==> src/rtl/cart_pkg.sv <==
`default_nettype none

package cart_pkg;

	////////////////////////////////////////
	// Widths and memory map
	////////////////////////////////////////

	typedef logic [15:0] word_t;

	localparam int MEM_AW      = 15; // Lower half ROM, upper half work RAM
	localparam int ROM_AW      = 14;
	localparam int PAGE_OFS_W  = 9;  // 512 words per page
	localparam int PAGE_SEL_W  = 3;  // Eight CPU pages
	localparam int BANK_W      = 5;  // 32 physical pages

	localparam logic [24:0] HDR_REGION_ADDR = 25'h1F0;
	localparam int ROM_INDEX_MAX = 1;

	// Accept to valid, in clocks
	localparam int RAM_LATENCY = 2;

	////////////////////////////////////////
	// Enums
	////////////////////////////////////////

	typedef enum logic [1:0] {
		REGION_JP = 2'd0,
		REGION_US = 2'd1,
		REGION_EU = 2'd2
	} region_e;

	typedef enum logic [1:0] {
		ARB_IDLE   = 2'd0, // Nothing in flight
		ARB_LOADER = 2'd1, // Loader write in flight
		ARB_CPU    = 2'd2  // CPU access in flight
	} arb_state_e;

endpackage

`default_nettype wire

==> src/rtl/mem_arbiter.sv <==
`timescale 1ns/1ps
`default_nettype none

module mem_arbiter (
	input  wire                          clk_sys,
	input  wire                          rst_n,
	// Loader, writes only
	input  wire                          ld_req,
	input  wire [cart_pkg::ROM_AW-1:0]   ld_addr,
	input  wire cart_pkg::word_t         ld_wdata,
	output logic                         ld_done,
	// CPU through the bank mapper
	input  wire                          cpu_req,
	input  wire                          cpu_we,
	input  wire [cart_pkg::MEM_AW-1:0]   mem_addr,
	input  wire cart_pkg::word_t         mem_wdata,
	output logic                         cpu_done,
	output cart_pkg::word_t              mem_rdata,
	// Shared memory
	output logic                         ram_en,
	output logic                         ram_we,
	output logic [cart_pkg::MEM_AW-1:0]  ram_addr,
	output cart_pkg::word_t              ram_wdata,
	input  wire cart_pkg::word_t         ram_rdata,
	input  wire                          ram_valid
);

	cart_pkg::arb_state_e state_q;

	////////////////////////////////////////
	// Owner FSM, one access at a time
	////////////////////////////////////////

	always_ff @(posedge clk_sys or negedge rst_n) begin
		if (!rst_n) begin
			state_q <= cart_pkg::ARB_IDLE;
			ram_en  <= 1'b0;
		end else begin
			ram_en <= 1'b0;
			case (state_q)
				cart_pkg::ARB_IDLE: begin
					if (ld_req) begin // Loader first
						state_q <= cart_pkg::ARB_LOADER;
						ram_en  <= 1'b1;
					end else if (cpu_req) begin
						state_q <= cart_pkg::ARB_CPU;
						ram_en  <= 1'b1;
					end
				end
				default: begin
					if (ram_valid)
						state_q <= cart_pkg::ARB_IDLE;
				end
			endcase
		end
	end

	// Access payload, captured with the strobe
	always_ff @(posedge clk_sys) begin
		if (state_q == cart_pkg::ARB_IDLE) begin
			if (ld_req) begin
				ram_we    <= 1'b1;
				ram_addr  <= {1'b0, ld_addr}; // ROM half
				ram_wdata <= ld_wdata;
			end else begin
				ram_we    <= cpu_we;
				ram_addr  <= mem_addr;
				ram_wdata <= mem_wdata;
			end
		end
	end

	// Completion goes back to whoever owns the slot
	assign ld_done   = (state_q == cart_pkg::ARB_LOADER) && ram_valid;
	assign cpu_done  = (state_q == cart_pkg::ARB_CPU) && ram_valid;
	assign mem_rdata = ram_rdata;

endmodule

`default_nettype wire

==> config.mk <==
export PLATFORM = sky130hd
export DESIGN_NAME = mem_arbiter
export DESIGN_NICKNAME = d
export VERILOG_FILES = /design/src/rtl/cart_pkg.sv /design/src/rtl/mem_arbiter.sv
export SDC_FILE = /design/constraint.sdc
export NUM_CORES = 1
export LEC_CHECK = 0
export ABC_CLOCK_PERIOD_IN_PS = 2900
export BUFFER_PORTS_ARGS = -buffer_cell sky130_fd_sc_hd__buf_2
export CAP_MARGIN = 20
export CORE_UTILIZATION = 38
export CTS_CLUSTER_DIAMETER = 200
export DETAILED_ROUTE_END_ITERATION = 8
export GPL_TIMING_DRIVEN = 0
export PLACE_DENSITY = 0.83
export SLEW_MARGIN = 20
export SYNTH_ARGS = -nofsm -noshare
export SYNTH_HDL_FRONTEND = slang
export SYNTH_SLANG_ARGS = --single-unit
==> constraint.sdc <==
create_clock -name clk_sys -period 2.9 [get_ports clk_sys]
set_input_delay 0.58 -clock clk_sys [delete_from_list [all_inputs] [get_ports clk_sys]]
set_output_delay 0.58 -clock clk_sys [all_outputs]
set_load 0.1 [all_outputs]
; ---- Yosys cells after proc, flatten, opt, wreduce, memory -nomap -nowiden
; Cells that the tools add are included.
[totals]
out_inout_bits = 51
register_bits = 35
word_cells = 23
input_bits = 83
[op_classes]
reduce_logical = 5
n_mux = 9
eq_ne = 3
[op_table]
columns = op, n
row1 = 16-bit two-way mux, 1
row2 = 14-bit two-way mux, 1
row3 = 2-bit two-way mux, 4
row4 = 1-bit two-way mux, 3
row5 = 3-bit inequality test (second input constant), 1
row6 = 2-bit by 1-bit equality test with 1-bit output (second input constant), 1
row7 = 2-bit equality test (second input constant), 1
row8 = 1-bit logical AND, 2
row9 = 2-bit logical NOT, 1
row10 = 2-bit AND reduction, 1
row11 = 2-bit nonzero test, 1

; ---- Logic depth before layout (Yosys ltp)
[logic_depth]
depth_word = 3
mapped_depth = 3
ltp_nobuf = 2

; ---- Worst setup path before layout
; No wires, ideal clock.
[synth_timing]
kind = in2out
startpoint = input ram_valid
endpoint = output cpu_done
stages = 1
required_ns = 2.320
t_arrival_ns = 2.762
path_buffers = 0
setup_slack_ns = -0.442
cell_sequence = nor3b_1
[synth_between]
elab_chain_cells = 1
[synth_lines]
columns = item, line
row1 = start: declaration, mem_arbiter.sv:25  ; input wire ram_valid
row2 = 1-bit logical AND, mem_arbiter.sv:75  ; assign cpu_done = (state_q == cart_pkg::ARB_CPU) && ram_valid;
row3 = end: declaration, mem_arbiter.sv:17  ; output logic cpu_done,
; No other way between the ends.

; ---- Final worst setup path
[layout_timing]
startpoint = register state_q[1]
endpoint = output cpu_done
[layout_between]
elab_chain_cells = 2
[layout_lines]
columns = item, line
row1 = start: declaration, mem_arbiter.sv:28  ; cart_pkg::arb_state_e state_q;
row2 = start signal: assignment, mem_arbiter.sv:36  ; state_q <= cart_pkg::ARB_IDLE;
row3 = start signal: assignment, mem_arbiter.sv:43  ; state_q <= cart_pkg::ARB_LOADER;
row4 = start signal: assignment, mem_arbiter.sv:46  ; state_q <= cart_pkg::ARB_CPU;
row5 = 2-bit equality test, mem_arbiter.sv:75
row6 = 1-bit logical AND, mem_arbiter.sv:75
; No other way between the ends.

==> reports/metrics.csv <==
stage;metric;value;unit
clocking;htreeDepth;2;
die;core;4000;µm²
yosys;ys_types;17;
drt;viasPerCell;4.42;
global_routing;grt_start_max_net_pins;26;
yosys;syn_inst;96;
global_routing;met2_usage;24.7;%
drt;dr.first_iter.drc_count;34;
drt;drc;0;
yosys;ys.flop_type;edfxtp_1;
clocking;holdBufCountCts;0;
setup_path;cp_data_required_time;2.32;ns
global_routing;grt_use_met1;15.6;%
setup_path;critPathBufInv;2;
hold_path;hp-class;in -> async;
clocking;cts_buffers;5;
yosys;synthAdderAreaFrac;0;%
run;maxCapViolations;0;
cells_and_area;fillerInstances;341;
clocking;insertion_delay;0.28;ns
sta;fmax;503;MHz
yosys;synth_top_family_by_area;multiplexers;
drt;first_pass_iters;4;
clocking;root_buffer;clkbuf_8;
die;die_height;66.7;µm
clocking;cts_resized;0;
power_and_ir_drop;power.switching;0.854;mW
setup_path;cp-start-kind;flop;
sta;min_period;1.99;ns
clocking;clock-sinks;35;
setup_path;path_class;reg -> out;
global_routing;antenna_found_initial;0;
setup_path;critPathMaxStageDelay;0.44;ns
cells_and_area;drive_gt1_share;79.6;%
power_and_ir_drop;clockPowerShare;18.0;%
power_and_ir_drop;p_int;0.963;mW
yosys;netlist_area;1590;µm²
yosys;synth_area_leaders;edfxtp_1 (60%), mux2_2 (21%), buf_4 (7.5%), dfrtp_1 (4.7%), buf_2 (0.94%);
yosys;ys_seq_area_share;65.0;%
clocking;clock_path_buffers;2;
setup_path;crit_path_max_fanout;4;
die;num_rows;23;
setup_path;critical-path-slowest-cell;buf_2;
drt;antenna_left;0;
global_routing;grt_use_met3;4.62;%
cells_and_area;fin_nets;303;
clocking;cts_tree;yes;
yosys;synth_top_area_share;60.3;%
yosys;yosys.area_share.simple;2.91;%
power_and_ir_drop;p_leak;1.11;nW
yosys;synth_compound_area_share;0.786;%
drt;wl_per_cell;12.3;µm
global_routing;gr-total-overflow;0;
drt;wl;3340;µm
yosys;synth_seq_cells;35;
die;ios;134;
sta;fin_setup_tns;0;ns
yosys;ys_warn_count;0;
yosys;synthArstFlopShare;8.57;%
setup_path;critPathTopFamily;buffers and inverters;
power_and_ir_drop;p_comb_share;45.4;%
sta;post-route-period-util;68.5;%
clocking;cts_setup_buffers;0;
placement;place.detailed.hpwl;2670;µm
drt;vias;1197;
power_and_ir_drop;power_frac_seq;36.6;%
yosys;synth.mux.area_fraction;21.8;%
power_and_ir_drop;p_per_area;771;nW/µm²
sta;finalSetupViolations;0;
setup_path;crit_arrival;1.41;ns
yosys;synth_nets;179;
sta;rsz0062_at_grt;false;
die;fp.dieW;66.7;µm
yosys;avgSynthCellArea;16.6;µm²
clocking;clk_pin_slew;0.07;ns
cells_and_area;final_area;2360;µm²
cells_and_area;fin_util;58.9;%
die;start_util;39.8;%
global_routing;top_usage_layer;met2;
placement;portBuffers;116;
global_routing;track_usage;14.6;%
cells_and_area;layout.cells.non_filler;271;
sta;skew;0.00503;ns
power_and_ir_drop;ir_drop;0.368;mV
outcome;outcome;finished clean;
sta;slew_headroom;66.9;%
setup_path;cp_cell_sequence;inv_1 > nor3b_2 > buf_2;
sta;worst_slew_pin_slew;0.501;ns
placement;gp_congestion;0.687;
setup_path;endpoint_kind;output pin;
cells_and_area;num_antenna_cells;0;
power_and_ir_drop;p_sw_share;47.0;%
yosys;synth_edf_count;32;
cells_and_area;syn_to_final_growth;48.0;%
yosys;synth_area_leader_cell;edfxtp_1;
yosys;synth_top_cells_by_count;edfxtp_1 (32), mux2_2 (30), buf_4 (16), buf_2 (3), dfrtp_1 (3);
global_routing;grt_pass1_wl;4580;µm
yosys;synthXorXnorAreaFrac;0;%
yosys;synth_most_common_cell;edfxtp_1;
sta;slew_violations;0;
placement;place_area;2280;µm²
die;dieArea;4450;µm²
global_routing;grt_pass1_vias;1007;
sta;hold_viol_final;0;
placement;dp_cells;263;
==> registers in the layout, indices dropped and copies added, names as in the netlist <==
name       cells
ram_addr      15
ram_en         1
ram_wdata     16
ram_we         1
state_q        2
==> layer usage <==
layer / up-vias / wire length, µm
li1: 587 / -
met1: 529 / 1200
met2: 77 / 1760
met3: 4 / 318
met4: 0 / 51
met5: - / 0
==> cell usage in the layout, fill, tap and decap left out <==
| cell type | n |
|---|---|
| or2_2 | 1 |
| nor2b_1 | 1 |
| buf_6 | 1 |
| nand2b_1 | 1 |
| buf_2 | 119 |
| nor2_4 | 1 |
| dfrtp_1 | 3 |
| mux2i_1 | 1 |
| inv_1 | 1 |
| clkinv_2 | 1 |
| clkbuf_1 | 2 |
| nor3b_2 | 1 |
| and3_1 | 1 |
| clkbuf_8 | 5 |
| o21ai_0 | 1 |
| mux2_2 | 30 |
| buf_4 | 16 |
| buf_16 | 1 |
| or4b_1 | 1 |
| o21a_1 | 1 |
| edfxtp_1 | 32 |
==> power by group through the flow <==
stage                     Combinational, mW  Sequential (mW)  Clock [mW]
final                                 0.825            0.666       0.327
after global routing                  0.850            0.673       0.370
after CTS                             0.830            0.667       0.344
after detailed placement              0.829            0.677           0
after global placement                0.805            0.677           0
after floorplan                       0.202             1.16           0
==> cell families after synthesis <==
kind of cell / count (synthesis)
buffers and inverters: 21
multiplexers: 31
AND/OR/NAND/NOR: 7
AO/OA/AOI/OAI: 2
flip-flops: 35
==> worst paths after layout <==
path	start	slack, ns	end	cells past startpoint
worst max-delay path	state_q[1]$_DFFE_PN0P_	0.91	cpu_done	3
worst min-delay path	rst_n	0.08	ram_en$_DFF_PN0_	1
worst max register to register	state_q[0]$_DFFE_PN0P_	1.60	ram_wdata[12]$_DFFE_PN_	2
worst min register to register	state_q[0]$_DFFE_PN0P_	0.63	state_q[0]$_DFFE_PN0P_	1
max in group asynchronous	rst_n	2.72	state_q[0]$_DFFE_PN0P_	1
min in group clk_sys	ram_valid	0.50	state_q[0]$_DFFE_PN0P_	2
==> area by class of cell <==
cell class	instances	area [µm²]	area share, %
Clock buffer	7	76.3	3.24
Sequential cell	35	1040	43.9
Tap cell	50	62.6	2.65
Multi-Input combinational cell	40	419	17.8
Clock inverter	1	5.00	0.212
Buffer	20	146	6.21
Timing Repair Buffer	117	608	25.8
Inverter	1	3.75	0.159
==> through the flow <==
step / hold slack (ns) / worst slack [ns] / total power [mW]
6_report: 0.0765 / 0.912 / 1.82
5_1_grt: 0.0632 / 0.861 / 1.89
4_1_cts: 0.0660 / 0.899 / 1.84
3_5_place_dp: 0.377 / 1.06 / 1.51
3_3_place_gp: 0.379 / 0.116 / 1.48
2_1_floorplan: 0.284 / 0.547 / 1.36
No activity file was read; power rests on OpenSTA's default activity.
