--- src/rtl/cart_pkg.sv ---
`default_nettype none

package cart_pkg;

	////////////////////////////////////////
	// Widths and memory map
	////////////////////////////////////////

	typedef logic [15:0] word_t;

	localparam int MEM_AW      = 15; // Lower half ROM, upper half work RAM
	localparam int ROM_AW      = 14;
	localparam int PAGE_OFS_W  = 9;  // 512 words per page
	localparam int PAGE_SEL_W  = 3;  // Eight CPU pages
	localparam int BANK_W      = 5;  // 32 physical pages

	localparam logic [24:0] HDR_REGION_ADDR = 25'h1F0;
	localparam int ROM_INDEX_MAX = 1;

	// Accept to valid, in clocks
	localparam int RAM_LATENCY = 2;

	////////////////////////////////////////
	// Enums
	////////////////////////////////////////

	typedef enum logic [1:0] {
		REGION_JP = 2'd0,
		REGION_US = 2'd1,
		REGION_EU = 2'd2
	} region_e;

	typedef enum logic [1:0] {
		ARB_IDLE   = 2'd0, // Nothing in flight
		ARB_LOADER = 2'd1, // Loader write in flight
		ARB_CPU    = 2'd2  // CPU access in flight
	} arb_state_e;

endpackage

`default_nettype wire

--- src/rtl/rom_loader.sv ---
`timescale 1ns/1ps
`default_nettype none

module rom_loader (
	input  wire                          clk_sys,
	input  wire                          rst_n,
	// Host download port
	input  wire                          ioctl_download,
	input  wire [7:0]                    ioctl_index,
	input  wire                          ioctl_wr,
	input  wire [24:0]                   ioctl_addr,
	input  wire [15:0]                   ioctl_data,
	output logic                         ioctl_wait,
	// Memory requests
	output logic                         ld_req,
	output logic [cart_pkg::ROM_AW-1:0]  ld_addr,
	output cart_pkg::word_t              ld_wdata,
	input  wire                          ld_done,
	// Status for header and mapper
	output logic                         rom_download,
	output logic [cart_pkg::BANK_W-1:0]  page_mask
);

	logic accept;

	assign rom_download = ioctl_download &&
		(ioctl_index[5:0] <= 6'(cart_pkg::ROM_INDEX_MAX));

	// A write while wait is high is dropped
	assign accept = rom_download && ioctl_wr && !ioctl_wait;

	////////////////////////////////////////
	// Wait level and image size mask
	////////////////////////////////////////

	always_ff @(posedge clk_sys or negedge rst_n) begin
		if (!rst_n) begin
			ioctl_wait <= 1'b0;
			page_mask  <= '0;
		end else begin
			if (accept) begin
				ioctl_wait <= 1'b1;
				if (ioctl_addr == '0)
					page_mask <= '0; // New image
				else
					page_mask <= page_mask | ioctl_addr[cart_pkg::ROM_AW -: cart_pkg::BANK_W];
			end else if (ld_done) begin
				ioctl_wait <= 1'b0;
			end
		end
	end

	// Request is held exactly as long as the host is held off
	assign ld_req = ioctl_wait;

	always_ff @(posedge clk_sys) begin
		if (accept) begin
			ld_addr  <= ioctl_addr[cart_pkg::ROM_AW:1];
			ld_wdata <= {ioctl_data[7:0], ioctl_data[15:8]}; // Big endian image
		end
	end

endmodule

`default_nettype wire

--- config.mk ---
export PLATFORM = sky130hd
export DESIGN_NAME = rom_loader
export DESIGN_NICKNAME = d
export VERILOG_FILES = /design/src/rtl/cart_pkg.sv /design/src/rtl/rom_loader.sv
export SDC_FILE = /design/constraint.sdc
export NUM_CORES = 1
export LEC_CHECK = 0
export BUFFER_PORTS_ARGS = -buffer_cell sky130_fd_sc_hd__buf_2
export CAP_MARGIN = 20
export CORE_MARGIN = 2
export CORE_UTILIZATION = 30
export CTS_BUF_LIST = sky130_fd_sc_hd__clkbuf_8
export CTS_CLUSTER_SIZE = 8
export DETAILED_ROUTE_END_ITERATION = 16
export GPL_TIMING_DRIVEN = 1
export SYNTH_ARGS = -nofsm -noshare
export SYNTH_HDL_FRONTEND = slang
export SYNTH_SLANG_ARGS = --single-unit
--- constraint.sdc ---
create_clock -name clk_sys -period 1.97 [get_ports clk_sys]
set_input_delay 0.0985 -clock clk_sys [delete_from_list [all_inputs] [get_ports clk_sys]]
set_output_delay 0.0985 -clock clk_sys [all_outputs]
set_load 0.05 [all_outputs]
* Word level (Yosys, flattened, before mapping)
Index checks and enable logic that the tools add are counted.
** Storage, ports and cells
- Bits in registers :: 36
- Input bits :: 54
** Cells by class
- Order comparisons :: 1
- Multiplexer cells :: 3
- Bitwise operators :: 1
- Reduce and logical (&&, ||, !) cells :: 6
** Operators with widths (number)
- logical NOT 25 bit :: 1
- <= comparator 6 x 1 -> 1 bit, second input constant :: 1
- two-way mux 5 bit :: 1
- OR 5 bit :: 1
- logical AND 1 bit :: 3
- two-way mux 1 bit :: 2
- nonzero test 2 bit :: 1
- logical NOT 1 bit :: 1

* Depth between registers and ports, before layout
Gate-level depths: netlist of the first run.
- Depth in word-level cells :: 5
- Gate-level depth with buffers :: 4
- Mapped depth without buffers :: 3

* Least setup slack after synthesis of the first run
Ideal clock, no wire load.
- Path type :: reg-to-reg
- Start point :: reg ioctl_wait
- End point :: reg ld_addr[0] in the netlist's numbering, enable pin
- Data arrival time :: 1385 ps
- Data required time :: 1645 ps
- Slack :: 260 ps
- Stages on the path, launching flop included :: 4
- Buffers on the path :: 1
- Cell sequence :: dfrtp_1 and4bb_1 and2_1 buf_6
** Between the ends
- Cells in the longest elaborated chain, start to end :: 2
** Ends and longest elaborated chain
- start, declared :: line rom_loader.sv:13 : output logic ioctl_wait,
- start signal, assigned :: line rom_loader.sv:38 : ioctl_wait <= 1'b0;
- start signal, assigned :: line rom_loader.sv:42 : ioctl_wait <= 1'b1;
- start signal, assigned :: line rom_loader.sv:48 : ioctl_wait <= 1'b0;
- logical NOT 1 bit :: line rom_loader.sv:30 : assign accept = rom_download && ioctl_wr && !ioctl_wait;
- logical AND 1 bit :: line rom_loader.sv:30
- net accept :: line rom_loader.sv:24 : logic accept;
- end signal, assigned :: line rom_loader.sv:58 : ld_addr <= ioctl_addr[cart_pkg::ROM_AW:1];
- end, declared :: line rom_loader.sv:16 : output logic [cart_pkg::ROM_AW-1:0] ld_addr,
The timed path passes the listed nets, and every way through them passes these cells.
A chain may end at the register's enable or synchronous reset.

* Worst setup path after layout of the first run
- Start point :: reg ioctl_wait
- End point :: reg ld_wdata[6], enable pin
** Between the ends
- Cells in the longest elaborated chain, start to end :: 2
** Ends and longest elaborated chain
- logical NOT 1 bit :: line rom_loader.sv:30
- logical AND 1 bit :: line rom_loader.sv:30
- end signal, assigned :: line rom_loader.sv:59 : ld_wdata <= {ioctl_data[7:0], ioctl_data[15:8]};
- end, declared :: line rom_loader.sv:17 : output cart_pkg::word_t ld_wdata,
Every way passes these cells.

==> impl_results.md, run 1 <==
- Outcome: complete, no violations
- WL/cell: 14.0 um
- Min Tclk post-route: 1.60 ns
- Clk sinks: 36
- Initial Util: 0.312
- GRT met1 Usage: 0.140
- Sequential share of power: 0.544
- Largest family of logic cells by synthesized area: simple AND/OR/NAND/NOR gates
- Pint: 1210 uW
- Synth Area in XOR/XNOR: 0
- Final hold vios: 0
- CTS HTree Levels: 2
- Post-synthesis mux area share: 0
- DIE WIDTH: 68.5 um
- Pin count of the biggest net entering global routing: 27
- Vias per Instance: 4.43
- FF-to-FF path depth: 3
- Cell taking the most area after synthesis: edfxtp_1
- Unrepaired setup endpoints after global routing: no
- CTS tree: done
- Tcrit/Tclk final: 0.813
- Post-Synthesis Cell Area: between 1000 and 1500 um^2
- Vias in the first global route: 1010
- Worst flop-to-flop path endpoint: ld_wdata[6]$_DFFE_PP_
- Post-cts sizing count: 0
- P_leak: 0.000927 uW
- Syn-to-layout area delta: 64.9%
- Share of Yosys cell area claimed by the top area cell type: 0.722
- Reg-to-reg slack, setup: between 0.3 and 0.4 ns
- Fin. max-slew vios: 0
- CP required: 1.93 ns
- Antenna violations before repair: 0
- Fmax: 625 MHz
- Post-synth ARST share: 0.167
- Sw frac: 0.231
- Post-route ant nets: 0
- Total CTS buffers: 5
- Top cells by area, synth: edfxtp_1 (72%), dfrtp_1 (12%), a31oi_1 (5.0%)
- Drt drc: 0
- Gr busiest metal: met2
- Final setup skew: about 0.0028 ns
- Number of buffers added on ports: 88
- Crit Path Category: register to register
- Worst vdd ir: 0.592 mV
- GRT Resource Usage Total: 0.138
- CTS root buf: clkbuf_8
- Seq/Total Area, Yosys: 0.843
- Combinational group share of total power: 0.130
- Count leader, synth: edfxtp_1
- M2 GR Usage: 0.245
- Share of cells above drive strength 1: 0.536
- Fillcell total: 359
- Main synth FF type: edfxtp_1
- Met3 usage: 0.0526
- Via Count: 1024
- Setup tns final: 0 ns
- Synth Area in Compound Gates: 0.0562
- Antenna diode instance count: 0
- Max transition margin: 0.739
- Clock network fraction of total power: 0.326
- Max Root-Sink Buffers: 2
- Synth Area per Inst: 19.8 um^2
- Synth Area in Simple Gates: 0.0832
- Yosys reg bits: 36
- Setup violations, final: 0
- Synth Warn #: 0
- Final Util: 0.514
- Iter 0 DRT Violations: 43
- Unique masters post-synth: 16
- Grt total ovfl: 0
- Core area: 4000 um^2
- Worst Max-Slew Pin Slew: 0.388 ns
- Std-Cell Rows: 23
- Worst hold slack: 0.0159 ns
- Die area: 4690 um^2
- Final nets: 234
- Pwr/cell area: 763 nW/um^2
- 1st-pass router iterations: 4
- Die height: between 60 and 70 um
- P_sw: 362 uW
- Post-synth EDFFs: 30
- Synth Area in Adders: 0
- Worst Path Arrival: 1.56 ns
- Clock Latency Late Sink: 0.28 ns
- Top Ports: 92
- Startpoint types: register
- Clk slew on worst S/H paths: 0.07 ns
- Commonest cells post-synth: edfxtp_1 (30), a31oi_1 (10), dfrtp_1 (6)
- Worst setup endpoint: ld_wdata[6]$_DFFE_PP_
- Post-Synthesis Cells: 63
- MaxCap Viol Count: 0
- First-pass GRT wire length: ~4500 um
- Crit path launch: ioctl_wait$_DFFE_PN0P_
- Worst hold path type: primary input to register
- CP max FO: 26
- Nature of the critical path endpoint: register
- Placer congestion estimate: between 0.6 and 0.7
- Post-CTS Setup Bufs: 0
- Reg2Reg Launch Point: ioctl_wait$_DFFE_PN0P_
- Syn nets: 117
- DP HPWL: between 2000 and 2500 um
- DRT Wirelength: 3220 um
- HP Start: ioctl_addr[5]
==> registers in the layout (all words and copies together), names as in the netlist <==
| signal | count |
|---|---|
| ld_wdata | 16 |
| ld_addr | 14 |
| page_mask | 5 |
| ioctl_wait | 1 |
==> kinds of logic (layout without fill, tap and decap cells) <==
group | after synthesis | after routing
AND/OR/NAND/NOR | 13 | 13
AO/OA/AOI/OAI | 11 | 11
flip-flops | 36 | 36
buffers and inverters | 3 | 121
==> worst max-delay path, stage by stage (launching register included) <==
cell      delay [ns]
dfrtp_1         0.40
and4bb_1        0.39
and2_1          0.17
buf_4           0.31
==> timing repair <==
item | in CTS | in global routing
endpoints found under the hold margin | 26 | 1
hold buffers | 21 | 1
setup endpoints to repair | 0 | 0
==> power groups by stage <==
| stage | Combinational [uW] | Clock (uW) | Sequential [uW] |
|---|---|---|---|
| floorplan | 23.5 | 0 | 931 |
| global placement | 163 | 0 | 868 |
| detailed placement | 171 | 0 | 868 |
| CTS | 203 | 533 | 853 |
| global route | 217 | 559 | 854 |
| finish | 204 | 511 | 854 |
==> worst min-delay path by stage <==
| stage | depth (start not counted) | to | slack, ns |
|---|---|---|---|
| after CTS | 1 | ld_addr[0]$_DFFE_PP_ | 0.0004 |
| after global routing | 1 | ld_addr[4]$_DFFE_PP_ | 0.005 |
| after detailed placement | 1 | ioctl_wait$_DFFE_PN0P_ | -0.07 |
| after floorplan | 0 | ioctl_wait$_DFFE_PN0P_ | -0.20 |
| after global placement | 1 | ioctl_wait$_DFFE_PN0P_ | -0.08 |
| final | 1 | ld_addr[4]$_DFFE_PP_ | 0.02 |
==> final cells by class <==
cell class | count | area [um^2] | share of cell area
well taps | 50 | 62.6 | 0.0304
clock inverters | 2 | 7.51 | 0.00365
flip-flops and latches | 36 | 1050 | 0.511
repair buffers | 112 | 676 | 0.328
inverters | 1 | 3.75 | 0.00182
multi-input cells | 24 | 174 | 0.0846
clock buffers | 6 | 82.6 | 0.0401
==> placed cells by master, fill, tap and decap left out <==
master         count
dfrtp_1            6
buf_4              2
nor4_1             5
and4_1             1
nor4_4             1
nor2_1             1
a31oi_1           10
inv_1              3
a21o_1             1
clkbuf_8           6
edfxtp_1          30
nor3_1             1
dlygate4sd3_1     22
and2_1             1
and4bb_1           1
buf_2             88
and3_1             1
and3b_1            1
==> routing by layer <==
| metal | part of all wire | up-vias |
|---|---|---|
| met3 | 0.073 | 8 |
| met5 | 0 | - |
| met4 | 0.019 | 0 |
| met1 | 0.35 | 473 |
| li1 | - | 490 |
| met2 | 0.55 | 53 |
==> metrics by stage <==
stage	cell area, um^2	setup slack [ns]	total power, uW	instances
detailed placement	1750	0.367	1040	201
CTS	2050	0.360	1590	230
floorplan	1250	0.260	954	63
finish	2060	0.369	1570	231
global placement	1750	0.407	1030	201
global route	2060	0.295	1630	231
Note: power is estimated with default switching activity, not from simulation.
==> inputs of run 2 (changes only) <==
==> constraint.sdc (replaced) <==
create_clock -name clk_sys -period 1.5 [get_ports clk_sys]
set_input_delay 0.075 -clock clk_sys [delete_from_list [all_inputs] [get_ports clk_sys]]
set_output_delay 0.075 -clock clk_sys [all_outputs]
set_load 0.05 [all_outputs]
==> run 2 against run 1 <==
Compared with the run above: largest power group unchanged; first-iteration DRC count down 12%; non-clock buffer count increased by 9; total power grew 44%; largest cell class unchanged; design area is 6.3% higher; worst hold slack better by 0.0027 ns; sequential share of layout area shrank 3.0 points.
==> impl_results.md, run 2 (synthesized netlist as in run 1, its figures left out) <==
- Worst vdd ir: 0.859 mV (was 0.592 mV)
- Vias per Instance: 4.49 (was 4.43)
- Post-CTS Setup Bufs: 0 (unchanged)
- Share of cells above drive strength 1: 0.537 (was 0.536)
- Biggest register: ld_wdata (unchanged)
- Fin. max-slew vios: 0 (unchanged)
- Final setup skew: 0.00830 ns (was 0.00282 ns)
- CP required: 1.47 ns (was 1.93 ns)
- Antenna diode instance count: 0 (unchanged)
- Fmax: 710 MHz (was 625 MHz)
- Core area: 4000 um^2 (unchanged)
- Unrepaired setup endpoints after global routing: no (unchanged)
- Clock Latency Late Sink: 0.28 ns (about the same)
- Placer congestion estimate: 0.746 (was 0.671)
- DIE WIDTH: 68.5 um (unchanged)
- DP HPWL: 2300 um (was 2370 um)
- Nature of the critical path endpoint: register (unchanged)
- Most common cell after layout, fill and taps aside: buf_2 (unchanged)
- Setup violations, final: 0 (unchanged)
- Antenna violations before repair: 0 (unchanged)
- MaxCap Viol Count: 0 (unchanged)
- CP max FO: 36 (was 26)
- Clk sinks: 36 (unchanged)
- Final Util: 0.547 (was 0.514)
- Max Root-Sink Buffers: 2 (unchanged)
- Sequential share of power: 0.495 (was 0.544)
- Post-route ant nets: 0 (unchanged)
- Most frequent cells in the layout: buf_2 (88), dlygate4sd3_1 (30), edfxtp_1 (30), a31oi_1 (10), clkbuf_8 (6) (was buf_2 (88), edfxtp_1 (30), dlygate4sd3_1 (22), a31oi_1 (10))
- Total CTS buffers: 5 (unchanged)
- 1st-pass router iterations: 2 (was 4)
- Crit Path Category: register to register (unchanged)
- Post-cts sizing count: 0 (unchanged)
- Pint: 1770 uW (was 1210 uW)
- P_sw: 491 uW (was 362 uW)
- Iter 0 DRT Violations: 38 (was 43)
- Worst Max-Slew Pin Slew: 0.283 ns (was 0.388 ns)
- Worst hold path type: primary input to register (unchanged)
- Max transition margin: 0.809 (was 0.739)
- Die height: 68.5 um (unchanged)
- Vias in the first global route: 1048 (was 1010)
- Top Ports: 92 (unchanged)
- First-pass GRT wire length: 4680 um (was 4470 um)
- Number of buffers added on ports: 88 (unchanged)
- CTS root buf: clkbuf_8 (unchanged)
- Tcrit/Tclk final: 0.939 (was 0.813)
- Grt total ovfl: 0 (unchanged)
- Setup tns final: 0 ns (unchanged)
- Final nets: 243 (was 234)
- P_leak: 0.000971 uW (was 0.000927 uW)
- Sw frac: 0.217 (was 0.231)
- Combinational group share of total power: 0.126 (was 0.130)
- Drt drc: 0 (unchanged)
- Initial Util: 0.312 (unchanged)
- Min Tclk post-route: 1.41 ns (was 1.60 ns)
- Std-Cell Rows: 23 (unchanged)
- Top Registers: ld_wdata (16), ld_addr (14), page_mask (5) (unchanged)
- Final hold vios: 0 (unchanged)
- Pwr/cell area: 1040 nW/um^2 (was 763 nW/um^2)
- DRT Wirelength: 3210 um (was 3220 um)
- GRT Resource Usage Total: 0.143 (was 0.138)
- WL/cell: 13.4 um (was 14.0 um)
- Syn-to-layout area delta: 75.3% (was 64.9%)
- Clk slew on worst S/H paths: 0.07 ns (about the same)
- Die area: 4690 um^2 (unchanged)
- Clock network fraction of total power: 0.379 (was 0.326)
- Via Count: 1078 (was 1024)
- Startpoint types: register (unchanged)
- Outcome: complete, no violations (unchanged)
- Pin count of the biggest net entering global routing: 37 (was 27)
- Number of flip-flops under the largest register name: 16 (unchanged)
- Worst Path Arrival: 1.38 ns (was 1.56 ns)
- CTS tree: done (unchanged)
- CTS HTree Levels: 2 (unchanged)
[run 2: changes by cell type in the layout (fill, tap and decap cells not counted), sizes merged]
cell         before  now
inv               3    1
bufinv            0    1
clkinv            0    1
buf              90   91
dlygate4sd3      22   30
[run 2: metrics by stage]
| stage | setup WS [ns] | instance area, um^2 | cells | total power (uW) | hold slack (ns) |
|---|---|---|---|---|---|
| 2_1_floorplan | -0.0308 | 1260 | 63 | 1250 | -0.221 |
| 3_3_place_gp | 0.145 | 1770 | 202 | 1360 | -0.0999 |
| 3_5_place_dp | 0.106 | 1770 | 202 | 1370 | -0.0964 |
| 4_1_cts | 0.0873 | 2190 | 240 | 2290 | 0.00502 |
| 5_1_grt | 0.0432 | 2190 | 240 | 2360 | 0.00134 |
| 6_report | 0.0909 | 2190 | 240 | 2270 | 0.0186 |
[run 2: cell type report]
class / instances / area [um^2]
multi-input combinational: 24 / 176
clock inverter: 2 / 33.8
timing repair buffer: 121 / 776
fill: 347 / 1810
tap: 50 / 62.6
inverter: 1 / 3.75
sequential: 36 / 1050
clock buffer: 6 / 82.6
[run 2: power by group through the flow]
stage | clock network [uW] | registers [uW] | logic (uW)
6_report | 858 | 1120 | 286
3_3_place_gp | 0 | 1140 | 219
5_1_grt | 928 | 1120 | 305
2_1_floorplan | 0 | 1220 | 31.6
3_5_place_dp | 0 | 1140 | 227
4_1_cts | 881 | 1120 | 286
[run 2: worst max-delay path: stages, from the launching register on]
cell and delay (ns):
dfrtp_2 0.42, and4bb_2 0.31, and2_4 0.16, buf_12 0.21
[run 2: repair_timing]
item | CTS | global route
hold buffers | 30 | 0
endpoints found under the hold margin | 35 | 0
endpoints found under the setup margin | 0 | 0
[run 2: path summary, 6_finish.rpt]
| path | from | endpoint | slack [ns] | depth (start not counted) |
|---|---|---|---|---|
| setup / recovery | ioctl_wait$_DFFE_PN0P_ | ld_addr[8]$_DFFE_PP_ | 0.09 | 3 |
| hold / removal | ioctl_addr[10] | ld_addr[9]$_DFFE_PP_ | 0.02 | 1 |
| setup reg to reg | ioctl_wait$_DFFE_PN0P_ | ld_addr[8]$_DFFE_PP_ | 0.09 | 3 |
| hold reg to reg | ioctl_wait$_DFFE_PN0P_ | ioctl_wait$_DFFE_PN0P_ | 0.52 | 1 |
| max in group asynchronous | rst_n | ioctl_wait$_DFFE_PN0P_ | 1.20 | 2 |
| min in group asynchronous | rst_n | ioctl_wait$_DFFE_PN0P_ | 0.14 | 2 |
[run 2: per-layer routing]
layer,share of wire,GRT usage
met4,0.018,0.0575
met1,0.32,0.139
met3,0.095,0.0641
met2,0.56,0.260
met5,0,0
