--- src/rtl/cart_pkg.sv ---
`default_nettype none

package cart_pkg;

	////////////////////////////////////////
	// Widths and memory map
	////////////////////////////////////////

	typedef logic [15:0] word_t;

	localparam int MEM_AW      = 15; // Lower half ROM, upper half work RAM
	localparam int ROM_AW      = 14;
	localparam int PAGE_OFS_W  = 9;  // 512 words per page
	localparam int PAGE_SEL_W  = 3;  // Eight CPU pages
	localparam int BANK_W      = 5;  // 32 physical pages

	localparam logic [24:0] HDR_REGION_ADDR = 25'h1F0;
	localparam int ROM_INDEX_MAX = 1;

	// Accept to valid, in clocks
	localparam int RAM_LATENCY = 2;

	////////////////////////////////////////
	// Enums
	////////////////////////////////////////

	typedef enum logic [1:0] {
		REGION_JP = 2'd0,
		REGION_US = 2'd1,
		REGION_EU = 2'd2
	} region_e;

	typedef enum logic [1:0] {
		ARB_IDLE   = 2'd0, // Nothing in flight
		ARB_LOADER = 2'd1, // Loader write in flight
		ARB_CPU    = 2'd2  // CPU access in flight
	} arb_state_e;

endpackage

`default_nettype wire

--- src/rtl/cart_header.sv ---
`timescale 1ns/1ps
`default_nettype none

module cart_header (
	input  wire                clk_sys,
	input  wire                rst_n,
	input  wire                rom_download,
	input  wire                ioctl_wr,
	input  wire [24:0]         ioctl_addr,
	input  wire [15:0]         ioctl_data,
	output cart_pkg::region_e  region_req,
	output logic               region_set
);

	logic dl_q;
	logic hdr_j;
	logic hdr_u;
	logic hdr_wr;

	assign hdr_wr = rom_download && ioctl_wr && (ioctl_addr == cart_pkg::HDR_REGION_ADDR);

	always_ff @(posedge clk_sys or negedge rst_n) begin
		if (!rst_n) begin
			dl_q       <= 1'b0;
			hdr_j      <= 1'b0;
			hdr_u      <= 1'b0;
			region_set <= 1'b0;
		end else begin
			dl_q <= rom_download;

			// Forget the last image's region
			if (rom_download && !dl_q) begin
				hdr_j <= 1'b0;
				hdr_u <= 1'b0;
			end

			if (hdr_wr) begin
				hdr_j      <= (ioctl_data[7:0] == "J");
				hdr_u      <= (ioctl_data[7:0] == "U");
				region_set <= 1'b1;
			end

			if (dl_q && !rom_download)
				region_set <= 1'b0; // Download over
		end
	end

	// Anything not J or U is treated as Europe
	assign region_req = hdr_u ? cart_pkg::REGION_US :
		hdr_j ? cart_pkg::REGION_JP : cart_pkg::REGION_EU;

endmodule

`default_nettype wire

--- config.mk ---
export PLATFORM = sky130hd
export DESIGN_NAME = cart_header
export DESIGN_NICKNAME = d
export VERILOG_FILES = /design/src/rtl/cart_pkg.sv /design/src/rtl/cart_header.sv
export SDC_FILE = /design/constraint.sdc
export NUM_CORES = 1
export LEC_CHECK = 0
export BUFFER_PORTS_ARGS = -buffer_cell sky130_fd_sc_hd__buf_2
export CAP_MARGIN = 20
export CORE_AREA = 10 10 47 49
export DETAILED_ROUTE_END_ITERATION = 6
export DIE_AREA = 0 0 57 59
export PLACE_DENSITY = 0.65
export SLEW_MARGIN = 20
export SYNTH_ARGS = -nofsm -noshare
export SYNTH_HDL_FRONTEND = slang
export SYNTH_SLANG_ARGS = --single-unit
--- constraint.sdc ---
create_clock -name clk_sys -period 1.1 [get_ports clk_sys]
set_clock_uncertainty 0.1 [all_clocks]
set_input_delay 0.22 -clock clk_sys [delete_from_list [all_inputs] [get_ports clk_sys]]
set_output_delay 0.22 -clock clk_sys [all_outputs]
set_load 0.03 [all_outputs]
# --- Word level (Yosys, flattened, before mapping) ---
# Cells that the tools add are included.
op_classes:
  n_eq_ne: 3
  mux: 7
  n_reduce_logical: 8
ops:
  columns: ["op", "n"]
  rows:
  - ["25-bit by 9-bit equality test with 1-bit output (second input constant)", 1]
  - ["8-bit by 7-bit equality test with 1-bit output (second input constant)", 2]
  - ["1-bit two-way mux", 5]
  - ["1-bit logical AND", 4]
  - ["2-bit two-way mux", 2]
  - ["2-bit nonzero test", 2]
  - ["1-bit zero test", 2]
word_totals:
  ff_bits: 4
  input_bits: 45
  output_inout_bits: 3

# --- Logic depth before layout (Yosys ltp) ---
# Gate-level depths: netlist (run 1).
logic_depth:
  depth_word: 4
  ltp_mapped: 4

# --- Least setup slack after synthesis (run 1) ---
# OpenSTA, ideal clock, no wires.
synth_timing:
  path_kind: "input port to flip-flop"
  from: "input port ioctl_addr[0]"
  to: "register hdr_j"
  setup_ns: 0.079
  arrival_time_ns: 1.060
  required_ns: 0.921
  path_slack_ns: -0.140
  stages: 4
  n_path_buf: 0
  cell_sequence: "nor4b_2 nand4_1 nor3_2 mux2i_1"
synth_between:
  elab_chain_cells: 3
synth_lines:
  columns: ["element", "line", "rtl"]
  rows:
  - ["from (decl)", "cart_header.sv:9", "input wire [24:0] ioctl_addr,"]
  - ["25-bit by 9-bit equality test with 1-bit output *", "cart_header.sv:20", "assign hdr_wr = rom_download && ioctl_wr && (ioctl_addr == cart_pkg::HDR_REGION_ADDR);"]
  - ["1-bit logical AND *", "cart_header.sv:20", null]
  - ["1-bit two-way mux or 2-bit nonzero test (tied branches)", null, null]
  - ["to (signal assigned)", "cart_header.sv:38", "hdr_j <= (ioctl_data[7:0] == \"J\");"]
  - ["to (decl)", "cart_header.sv:16", "logic hdr_j;"]
# Mark *: on every way between the ends. The rest lies on a longest branch, timed or not.
# A chain may end at the register's enable or synchronous reset.

# --- Final worst setup path (run 1) ---
layout_timing:
  from: "register hdr_j"
  to: "output port region_req[1]"
layout_between:
  elab_chain_cells: 2
layout_lines:
  columns: ["element", "line", "rtl"]
  rows:
  - ["2-bit two-way mux", "cart_header.sv:50", "hdr_j ? cart_pkg::REGION_JP : cart_pkg::REGION_EU;"]
  - ["2-bit two-way mux", "cart_header.sv:49", "assign region_req = hdr_u ? cart_pkg::REGION_US :"]
  - ["to (decl)", "cart_header.sv:11", "output cart_pkg::region_e region_req,"]
# No other way between the ends.

==> metrics.yaml, run 1 <==
syn_inst: 29
rsz0062_at_grt: "yes"
numCtsBuffers: 3
ant_nets: 0
synth_area_sq_um: 277
fin_util: 0.438
cp_top_family: "flip-flops"
drcViolationCount: 0
synth_compound_area_frac: 0.0317
endpoint_kind: "output port"
place_hpwl_um: 1050
synthTopCellsByArea: "dfrtp_1 36%, mux2i_1 7.2%, nor4bb_1 7.2%"
synthMuxAreaShare: 0.0724
antenna_found_initial: 0
routed_wl_um: 1210
synth_top_family_by_area: "simple AND/OR/NAND/NOR gates"
vias: 392
outcome: "complete, but fails checks"
n_antenna_cell: 0
overflow: 0
slowest_delay_ps: 370
slew_headroom: 0.833
wl_per_cell_um: 13.8
grt_pass1_vias: 497
io_buffers: 39
cp_data_required_time_ps: 780
grt_max_degree: 5
drive_above_1_share: 0.708
yosysMostFrequentCell: "dfrtp_1"
crit_chain: "nor2_2, buf_6"
rows: 14
design.die.area_sq_um: 3360
gp_congestion: 0.605
seqCellArea_sq_um: 100
synth_edf_count: 0
routed_via_density: 4.45
min_period_over_period: 1.07
h-tree-depth: 1
synthToLayoutAreaGrowth_pct: 122
start_util: 0.197
die_w_um: 57
nets: 119
arrival_ps: 860
synth_ff_type: "dfrtp_1"
synth_area_leader_cell: "dfrtp_1"
synth_xor_area_frac: 0
period_needed_ps: 1180
synth_seq_area_share: 0.362
fill_cells: 143
path_clk_slew_ps: 40
clkSinkCount: 4
setup-tns-final_ps: -250
synth_nets: 74
finalHoldViolCount: 0
coreArea_sq_um: 1400
p_leak_nw: 0.309
synth.distinct_cells: 17
max_cap_violations: 0
synthAdderAreaFrac: 0
drt-initial-drc-count: 1
criticalPathCategory: "flip-flop to output port"
slowest_stage: "dfrtp_1"
power_density_nw_per_um2: 718
tightest_slew_ps: 247
multi_input_area_sq_um: 221
critPathMaxFanout: 2
cp-start-kind: "flip-flop"
cts.path.max_buffers: 2
cts_tree: "built"
fin_ws_ps: -78.5
synthTopCellsByCount: "4 x dfrtp_1, 3 x nand3_1, 3 x nor2_1"
track_usage: 0.0759
root_buffer: "clkbuf_4"
slew_viol_final: 0
synth-simple-area-share: 0.507
yosys_register_bits: 4
synth_area_per_cell_sq_um: 9.54
io_pins: 48
vdd_drop_max_uv: 401
grt_pass1_wl_um: 2010
setup_viol: 4
synthArstFlopShare: 1.00
hold_path_class: "primary input to flip-flop"
yosysWarnings: 0
clock_latency_ps: 230
drt-pass1-iter-count: 2
violations: "negative setup slack"
max_clock_freq_ghz: 0.849
critPathBufInv: 1
die_h_um: 59
synthDominantCellAreaShare: 0.362
-- cells by family (layout without fill, tap and decap cells) --
logic type / after synthesis / in the layout
multiplexers: 2 / 2
flip-flops: 4 / 4
AO/OA/AOI/OAI: 1 / 1
AND/OR/NAND/NOR: 21 / 21
buffers and inverters: 1 / 44
-- stage by stage --
| step | total power [mW] | worst slack [ps] | hold WS (ps) | std cells | cell area [sq um] |
|---|---|---|---|---|---|
| 6_report | 0.441 | -78.5 | 23.0 | 88 | 614 |
| 3_3_place_gp | 0.242 | -307 | -74.0 | 83 | 508 |
| 2_1_floorplan | 0.170 | -118 | -176 | 29 | 300 |
| 4_1_cts | 0.449 | -96.1 | 12.6 | 87 | 598 |
| 3_5_place_dp | 0.243 | -337 | -72.9 | 83 | 508 |
| 5_1_grt | 0.468 | -135 | 25.9 | 88 | 614 |
-- worst reg2reg max path: cells and delay by family, from the launching register on --
family	cells	cell delay (ps)
and+or+nand+nor	2	370
muxes	1	60
DFF	1	370
-- layout make-up --
cell class                 instances  area share
clock buffer                       3      0.0367
multi-input combinational         24       0.360
sequential                         4       0.163
tap                               16      0.0326
timing repair buffer              41       0.407
-- routing by layer --
layer  up-vias  part of all wire  GRT usage
li1        200                 -          -
met1       160              0.38     0.0635
met2        30              0.44      0.119
met3         2              0.16     0.0579
met4         0             0.019     0.0604
met5         -                 0          0
-- path summary, 6_finish.rpt --
check,from,to,slack [ps],cells after the start
max,hdr_j,region_req[1],-80,2
min,rom_download,dl_q,20,1
max reg2reg,dl_q,hdr_j,70,3
min reg2reg,hdr_j,hdr_j,440,2
max in group asynchronous,rst_n,hdr_j,550,2
min in group asynchronous,rst_n,region_set,230,2
-- flip-flops by register name, indices dropped and copies added, names as in the netlist --
| signal | cells |
|---|---|
| hdr_u | 1 |
| dl_q | 1 |
| hdr_j | 1 |
| region_set | 1 |
-- what timing repair did --
action / CTS / global route
setup buffers: 0 / 1
endpoints found under the hold margin: 4 / 0
setup endpoints to repair: 5 / 6
hold buffers: 1 / 0
gates cloned: 0 / 0
resized for setup: 11 / 1
pin swaps: 7 / 3
-- layout by cell type (no fill, tap or decap), drive strengths merged --
cell type	netlist	layout
nor4b	2	2
nor4bb	2	2
nand2	2	2
or2b	1	1
nand3	3	3
nor2	3	3
nor3	2	2
nor4	2	2
nand2b	1	1
buf	1	40
clkbuf	0	3
dlygate4sd3	0	1
dfrtp	4	4
a21o	1	1
nor3b	1	1
mux2i	2	2
nand4	2	2
-- where the power goes --
part | total, mW | leakage, nW | switching, mW | internal [mW]
Clock | 0.178 | 0.0138 | 0.0566 | 0.122
Sequential | 0.151 | 0.0536 | 0.000908 | 0.150
Combinational | 0.112 | 0.242 | 0.0404 | 0.0713
Total | 0.441 | 0.309 | 0.0979 | 0.343
Note: power is estimated with default switching activity, not from simulation.
==> run 2, diff against run 1 <==
--- a/config.mk
+++ b/config.mk
@@ -7,9 +7,10 @@
 export LEC_CHECK = 0
 export BUFFER_PORTS_ARGS = -buffer_cell sky130_fd_sc_hd__buf_2
 export CAP_MARGIN = 20
-export CORE_AREA = 10 10 47 49
+export CORE_AREA = 2 2 39 41
 export DETAILED_ROUTE_END_ITERATION = 6
-export DIE_AREA = 0 0 57 59
+export DIE_AREA = 0 0 41 43
+export HOLD_SLACK_MARGIN = 0.08
 export PLACE_DENSITY = 0.65
 export SLEW_MARGIN = 20
 export SYNTH_ARGS = -nofsm -noshare
==> metrics.yaml, run 2 (synthesis gave the netlist of run 1 again) <==
power_density_nw_per_um2: 702  # -2.1%
min_to: "hdr_u"
start_util: 0.200  # +0.00250
violations: "negative setup slack"
hold_depth: 3  # +2
hold_path_class: "primary input to flip-flop"
cp-startpoint: "hdr_u"
slew_headroom: 0.819  # -0.0139
tightest_slew_ps: 270  # +23.7 ps
clock_latency_ps: 230  # about the same
setup_viol: 4  # unchanged
multi_input_area_sq_um: 223  # +0.57%
drcViolationCount: 0  # unchanged
coreArea_sq_um: 1380  # -1.2%
slowest_delay_ps: 400  # +30 ps
p_leak_nw: 0.322  # +4.0%
rsz0062_at_grt: "yes"
grt_max_degree: 5  # unchanged
drive_above_1_share: 0.699  # -0.00970
min_period_over_period: 1.08  # +0.00819
fill_cells: 142  # -0.70%
min_from: "ioctl_data[4]"
track_usage: 0.118  # +0.0423
max_clock_freq_ghz: 0.842  # -0.76%
n_antenna_cell: 0  # unchanged
grt_pass1_vias: 381  # -23%
design.die.area_sq_um: 1760  # -48%
pwr-share-seq: 0.340  # -0.002
slowest_stage: "dfrtp_1"
drt-initial-drc-count: 2  # +1
arrival_ps: 870  # about the same
critPathMaxFanout: 3  # +1
wl_per_cell_um: 9.67  # -30%
cts.path.max_buffers: 2  # unchanged
outcome: "complete, but fails checks"
clkPwrFrac: 0.402  # -0.003
seqCellArea_sq_um: 100  # unchanged
p_int_mw: 0.348  # +1.4%
cp-start-kind: "flip-flop"
switching_share: 0.217  # -0.00559
path_clk_slew_ps: 40  # about the same
routed_wl_um: 861  # -29%
synthToLayoutAreaGrowth_pct: 129
place_hpwl_um: 741  # -29%
r2r_slack_ps: 60  # about the same
overflow: 0  # unchanged
routed_via_density: 4.48  # +0.64%
die_h_um: 43  # -27%
io_buffers: 39  # unchanged
antenna_found_initial: 0  # unchanged
drt-pass1-iter-count: 2  # unchanged
gp_congestion: 0.665  # +10%
finalHoldViolCount: 0  # unchanged
rows: 14  # unchanged
r2r_start: "dl_q"
fin_util: 0.457  # +0.0182
cp_data_required_time_ps: 780  # about the same
fin_ws_ps: -87.5  # -9.01 ps
slew_viol_final: 0  # unchanged
whs_ps: 155  # +132 ps
combPwrFrac: 0.258  # +0.005
io_pins: 48  # unchanged
clkSinkCount: 4  # unchanged
vias: 399  # +1.8%
max_cap_violations: 0  # unchanged
endpoint_kind: "output port"
numCtsBuffers: 3  # unchanged
cts_tree: "built"
root_buffer: "clkbuf_4"
nets: 120  # +0.84%
criticalPathCategory: "flip-flop to output port"
crit_chain: "nor2_2, buf_6"
final_common_cell: "buf_2"
grt_pass1_wl_um: 1340  # -34%
die_w_um: 41  # -28%
h-tree-depth: 1  # unchanged
reg2reg_to: "hdr_j"
vdd_drop_max_uv: 255  # -37%
p_switching_mw: 0.0961  # -1.9%
most-common-layout-cells: "32 x buf_2, 7 x buf_6, 4 x dfrtp_1, 3 x nand3_1, 3 x clkbuf_4"
period_needed_ps: 1190  # +9.01 ps
r2r.worst_path.cells: 3  # unchanged
setup-tns-final_ps: -169  # +80.2 ps
ant_nets: 0  # unchanged
==> run 2: what timing repair did <==
item	CTS	global route
gates resized for setup	11	4
endpoints found under the setup margin	6	6
hold buffers	2	0
pin swaps	6	0
hold endpoints to repair	5	0
setup buffers	0	1
==> run 2: per-layer routing <==
metal / GRT usage / vias to the layer above / part of all wire
li1: - / 200 / -
met1: 0.111 / 165 / 0.36
met2: 0.175 / 30 / 0.50
met3: 0.0524 / 4 / 0.10
met4: 0.113 / 0 / 0.039
met5: 0 / - / 0
==> run 2: how the worst max path moves through the flow <==
| stage | depth (start not counted) | slack, ps | endpoint |
|---|---|---|---|
| 2_1_floorplan | 4 | -120 | hdr_j |
| 3_3_place_gp | 5 | -290 | hdr_u |
| 3_5_place_dp | 5 | -380 | hdr_u |
| 4_1_cts | 2 | -100 | region_req[1] |
| 5_1_grt | 2 | -140 | region_req[1] |
| 6_report | 2 | -90 | region_req[1] |
==> run 2: area by class of cell <==
class                   instances  share of cell area
multi-input cells              24               0.352
clock buffers                   3              0.0356
well taps                      16              0.0317
flip-flops and latches          4               0.158
repair buffers                 42               0.422
==> run 2: through the flow <==
stage,total power [mW],cell area (sq um),instances,setup WS [ps]
2_1_floorplan,0.170,300,29,-118
3_3_place_gp,0.242,508,83,-291
3_5_place_dp,0.244,508,83,-380
4_1_cts,0.454,612,88,-97.1
5_1_grt,0.474,632,89,-136
6_report,0.444,632,89,-87.5
==> run 2: critical path, delay by kind of cell (launching register included) <==
kind          cells  cell delay, ps
buf+inv           1             130
simple gates      1             100
flops             1             400
==> run 2: power groups by stage <==
stage / Sequential, mW / Combinational [mW] / Clock [mW]
after floorplan: 0.152 / 0.0175 / 0
after global placement: 0.152 / 0.0892 / 0
after detailed placement: 0.153 / 0.0911 / 0
after CTS: 0.151 / 0.113 / 0.190
after global routing: 0.151 / 0.124 / 0.200
final: 0.151 / 0.115 / 0.178
==> run 3, diff against run 2 <==
--- a/config.mk
+++ b/config.mk
@@ -11,7 +11,7 @@
 export DETAILED_ROUTE_END_ITERATION = 6
 export DIE_AREA = 0 0 41 43
 export HOLD_SLACK_MARGIN = 0.08
-export PLACE_DENSITY = 0.65
+export PLACE_DENSITY = 0.67
 export SLEW_MARGIN = 20
 export SYNTH_ARGS = -nofsm -noshare
 export SYNTH_HDL_FRONTEND = slang
==> constraint.sdc (replaced) <==
create_clock -name clk_sys -period 1 [get_ports clk_sys]
set_clock_uncertainty 0.1 [all_clocks]
set_input_delay 0.2 -clock clk_sys [delete_from_list [all_inputs] [get_ports clk_sys]]
set_output_delay 0.2 -clock clk_sys [all_outputs]
set_load 0.03 [all_outputs]
==> metrics.yaml, run 3 (synthesis gave the netlist of run 1 again) <==
drive_above_1_share: 0.699  # unchanged
slew_viol_final: 0  # unchanged
power_density_nw_per_um2: 776  # +10%
gp_congestion: 0.696  # +4.7%
max_clock_freq_ghz: 0.861
reg2reg_to: "hdr_j"
grt_max_degree: 5  # unchanged
criticalPathCategory: "flip-flop to output port"
wl_per_cell_um: 10.1  # +3.9%
die_h_um: 43  # unchanged
finalHoldViolCount: 0  # unchanged
grt_pass1_wl_um: 1500  # +12%
cp-startpoint: "hdr_j"
rows: 14  # unchanged
nets: 120  # unchanged
final_cell_area_sq_um: 631  # -0.20%
clock_latency_ps: 230  # about the same
path_clk_slew_ps: 40  # about the same
placed_area_sq_um: 508  # unchanged
crit_end: "region_req[1]"
cp-start-kind: "flip-flop"
slowest_stage: "dfrtp_1"
design.die.area_sq_um: 1760  # unchanged
ant_nets: 0  # unchanged
crit_chain: "nor2_2, buf_6"
cts.path.max_buffers: 2  # unchanged
io_pins: 48  # unchanged
cp.depth: 2  # unchanged
drcViolationCount: 0  # unchanged
min_period_over_period: 1.16
routed_via_density: 4.56  # +1.8%
place_hpwl_um: 768  # +3.6%
cp_data_required_time_ps: 700  # -80 ps
cp_top_family: "flip-flops"
arrival_ps: 860  # about the same
antenna_found_initial: 0  # unchanged
r2r.worst_path.cells: 3  # unchanged
most-common-layout-cells: "32 x buf_2, 7 x buf_6, 4 x dfrtp_1, 3 x clkbuf_4"
fin_ws_ps: -161  # -73.4 ps
final_common_cell: "buf_2"
endpoint_kind: "output port"
hold_path_class: "primary input to flip-flop"
drt-initial-drc-count: 1  # -1
cts_tree: "built"
overflow: 0  # unchanged
p_leak_nw: 0.316  # -1.9%
violations: "negative setup slack"
synthToLayoutAreaGrowth_pct: 128
fill_cells: 129  # -9.2%
drt-pass1-iter-count: 4  # +2
slew_headroom: 0.829  # +0.00920
numCtsBuffers: 3  # unchanged
n_antenna_cell: 0  # unchanged
setup_viol: 6  # +2
h-tree-depth: 1  # unchanged
rsz0062_at_grt: "yes"
outcome: "complete, but fails checks"
r2r_slack_ps: -10  # -70 ps
coreArea_sq_um: 1380  # unchanged
slowest_delay_ps: 370  # -30 ps
routed_wl_um: 895  # +3.9%
r2r_start: "dl_q"
io_buffers: 39  # unchanged
clkSinkCount: 4  # unchanged
critPathMaxFanout: 2  # -1
tightest_slew_ps: 253  # -16.8 ps
grt_pass1_vias: 415  # +8.9%
period_needed_ps: 1160
track_usage: 0.129  # +0.0107
start_util: 0.200  # unchanged
max_cap_violations: 0  # unchanged
vdd_drop_max_uv: 392  # +54%
dp_worst_setup_slack_ps: -411  # -31.5 ps
critPathBufInv: 1  # unchanged
vias: 406  # +1.8%
die_w_um: 41  # unchanged
root_buffer: "clkbuf_4"
run 3: cell type report:
type / instances / area (sq um) / area share
clock buffer: 3 / 22.5 / 0.0357
multi-input combinational: 24 / 221 / 0.351
sequential: 4 / 100 / 0.159
tap: 16 / 20.0 / 0.0317
timing repair buffer: 42 / 267 / 0.423
run 3: worst min path at each step:
stage	slack [ps]	from	end	depth (start not counted)
after global placement	-90	rst_n	region_set	1
after global routing	140	ioctl_data[1]	hdr_j	3
after floorplan	-200	rst_n	dl_q	0
final	140	ioctl_data[1]	hdr_j	3
after detailed placement	-90	rst_n	region_set	1
after CTS	140	ioctl_data[1]	hdr_j	3
run 3: report_power, final:
part | switching (mW) | total [mW] | internal (mW) | leakage [nW]
clock network | 0.0613 | 0.195 | 0.134 | 0.0138
registers | 0.000964 | 0.166 | 0.165 | 0.0536
logic | 0.0447 | 0.128 | 0.0833 | 0.248
total | 0.107 | 0.489 | 0.382 | 0.316
run 3: stage by stage:
step / utilization / power, mW / setup TNS [ps] / hold WS [ps] / std cells
6_report: 0.456 / 0.489 / -540 / 138 / 89
5_1_grt: 0.456 / 0.531 / -817 / 138 / 89
3_3_place_gp: 0.367 / 0.266 / -1040 / -94.9 / 83
4_1_cts: 0.451 / 0.498 / -564 / 137 / 89
2_1_floorplan: - / 0.187 / -504 / -196 / 29
3_5_place_dp: 0.367 / 0.269 / -1130 / -91.0 / 83
run 3: per-layer routing:
metal	GRT usage	share of wire
met4	0.133	0.016
met5	0	0
met3	0.0314	0.11
met2	0.191	0.51
met1	0.133	0.36
run 3: worst reg2reg max path, delay by kind of cell, from the launching register on:
| kind | cells | cell delay [ps] |
|---|---|---|
| simple gates | 2 | 370 |
| mux | 1 | 60 |
| flops | 1 | 360 |
run 3: what timing repair did:
action	in CTS	in global routing
hold buffers	2	0
buffers inserted	1	0
endpoints found under the setup margin	6	6
pin swaps	7	2
gates resized for setup	12	1
hold endpoints to repair	5	0
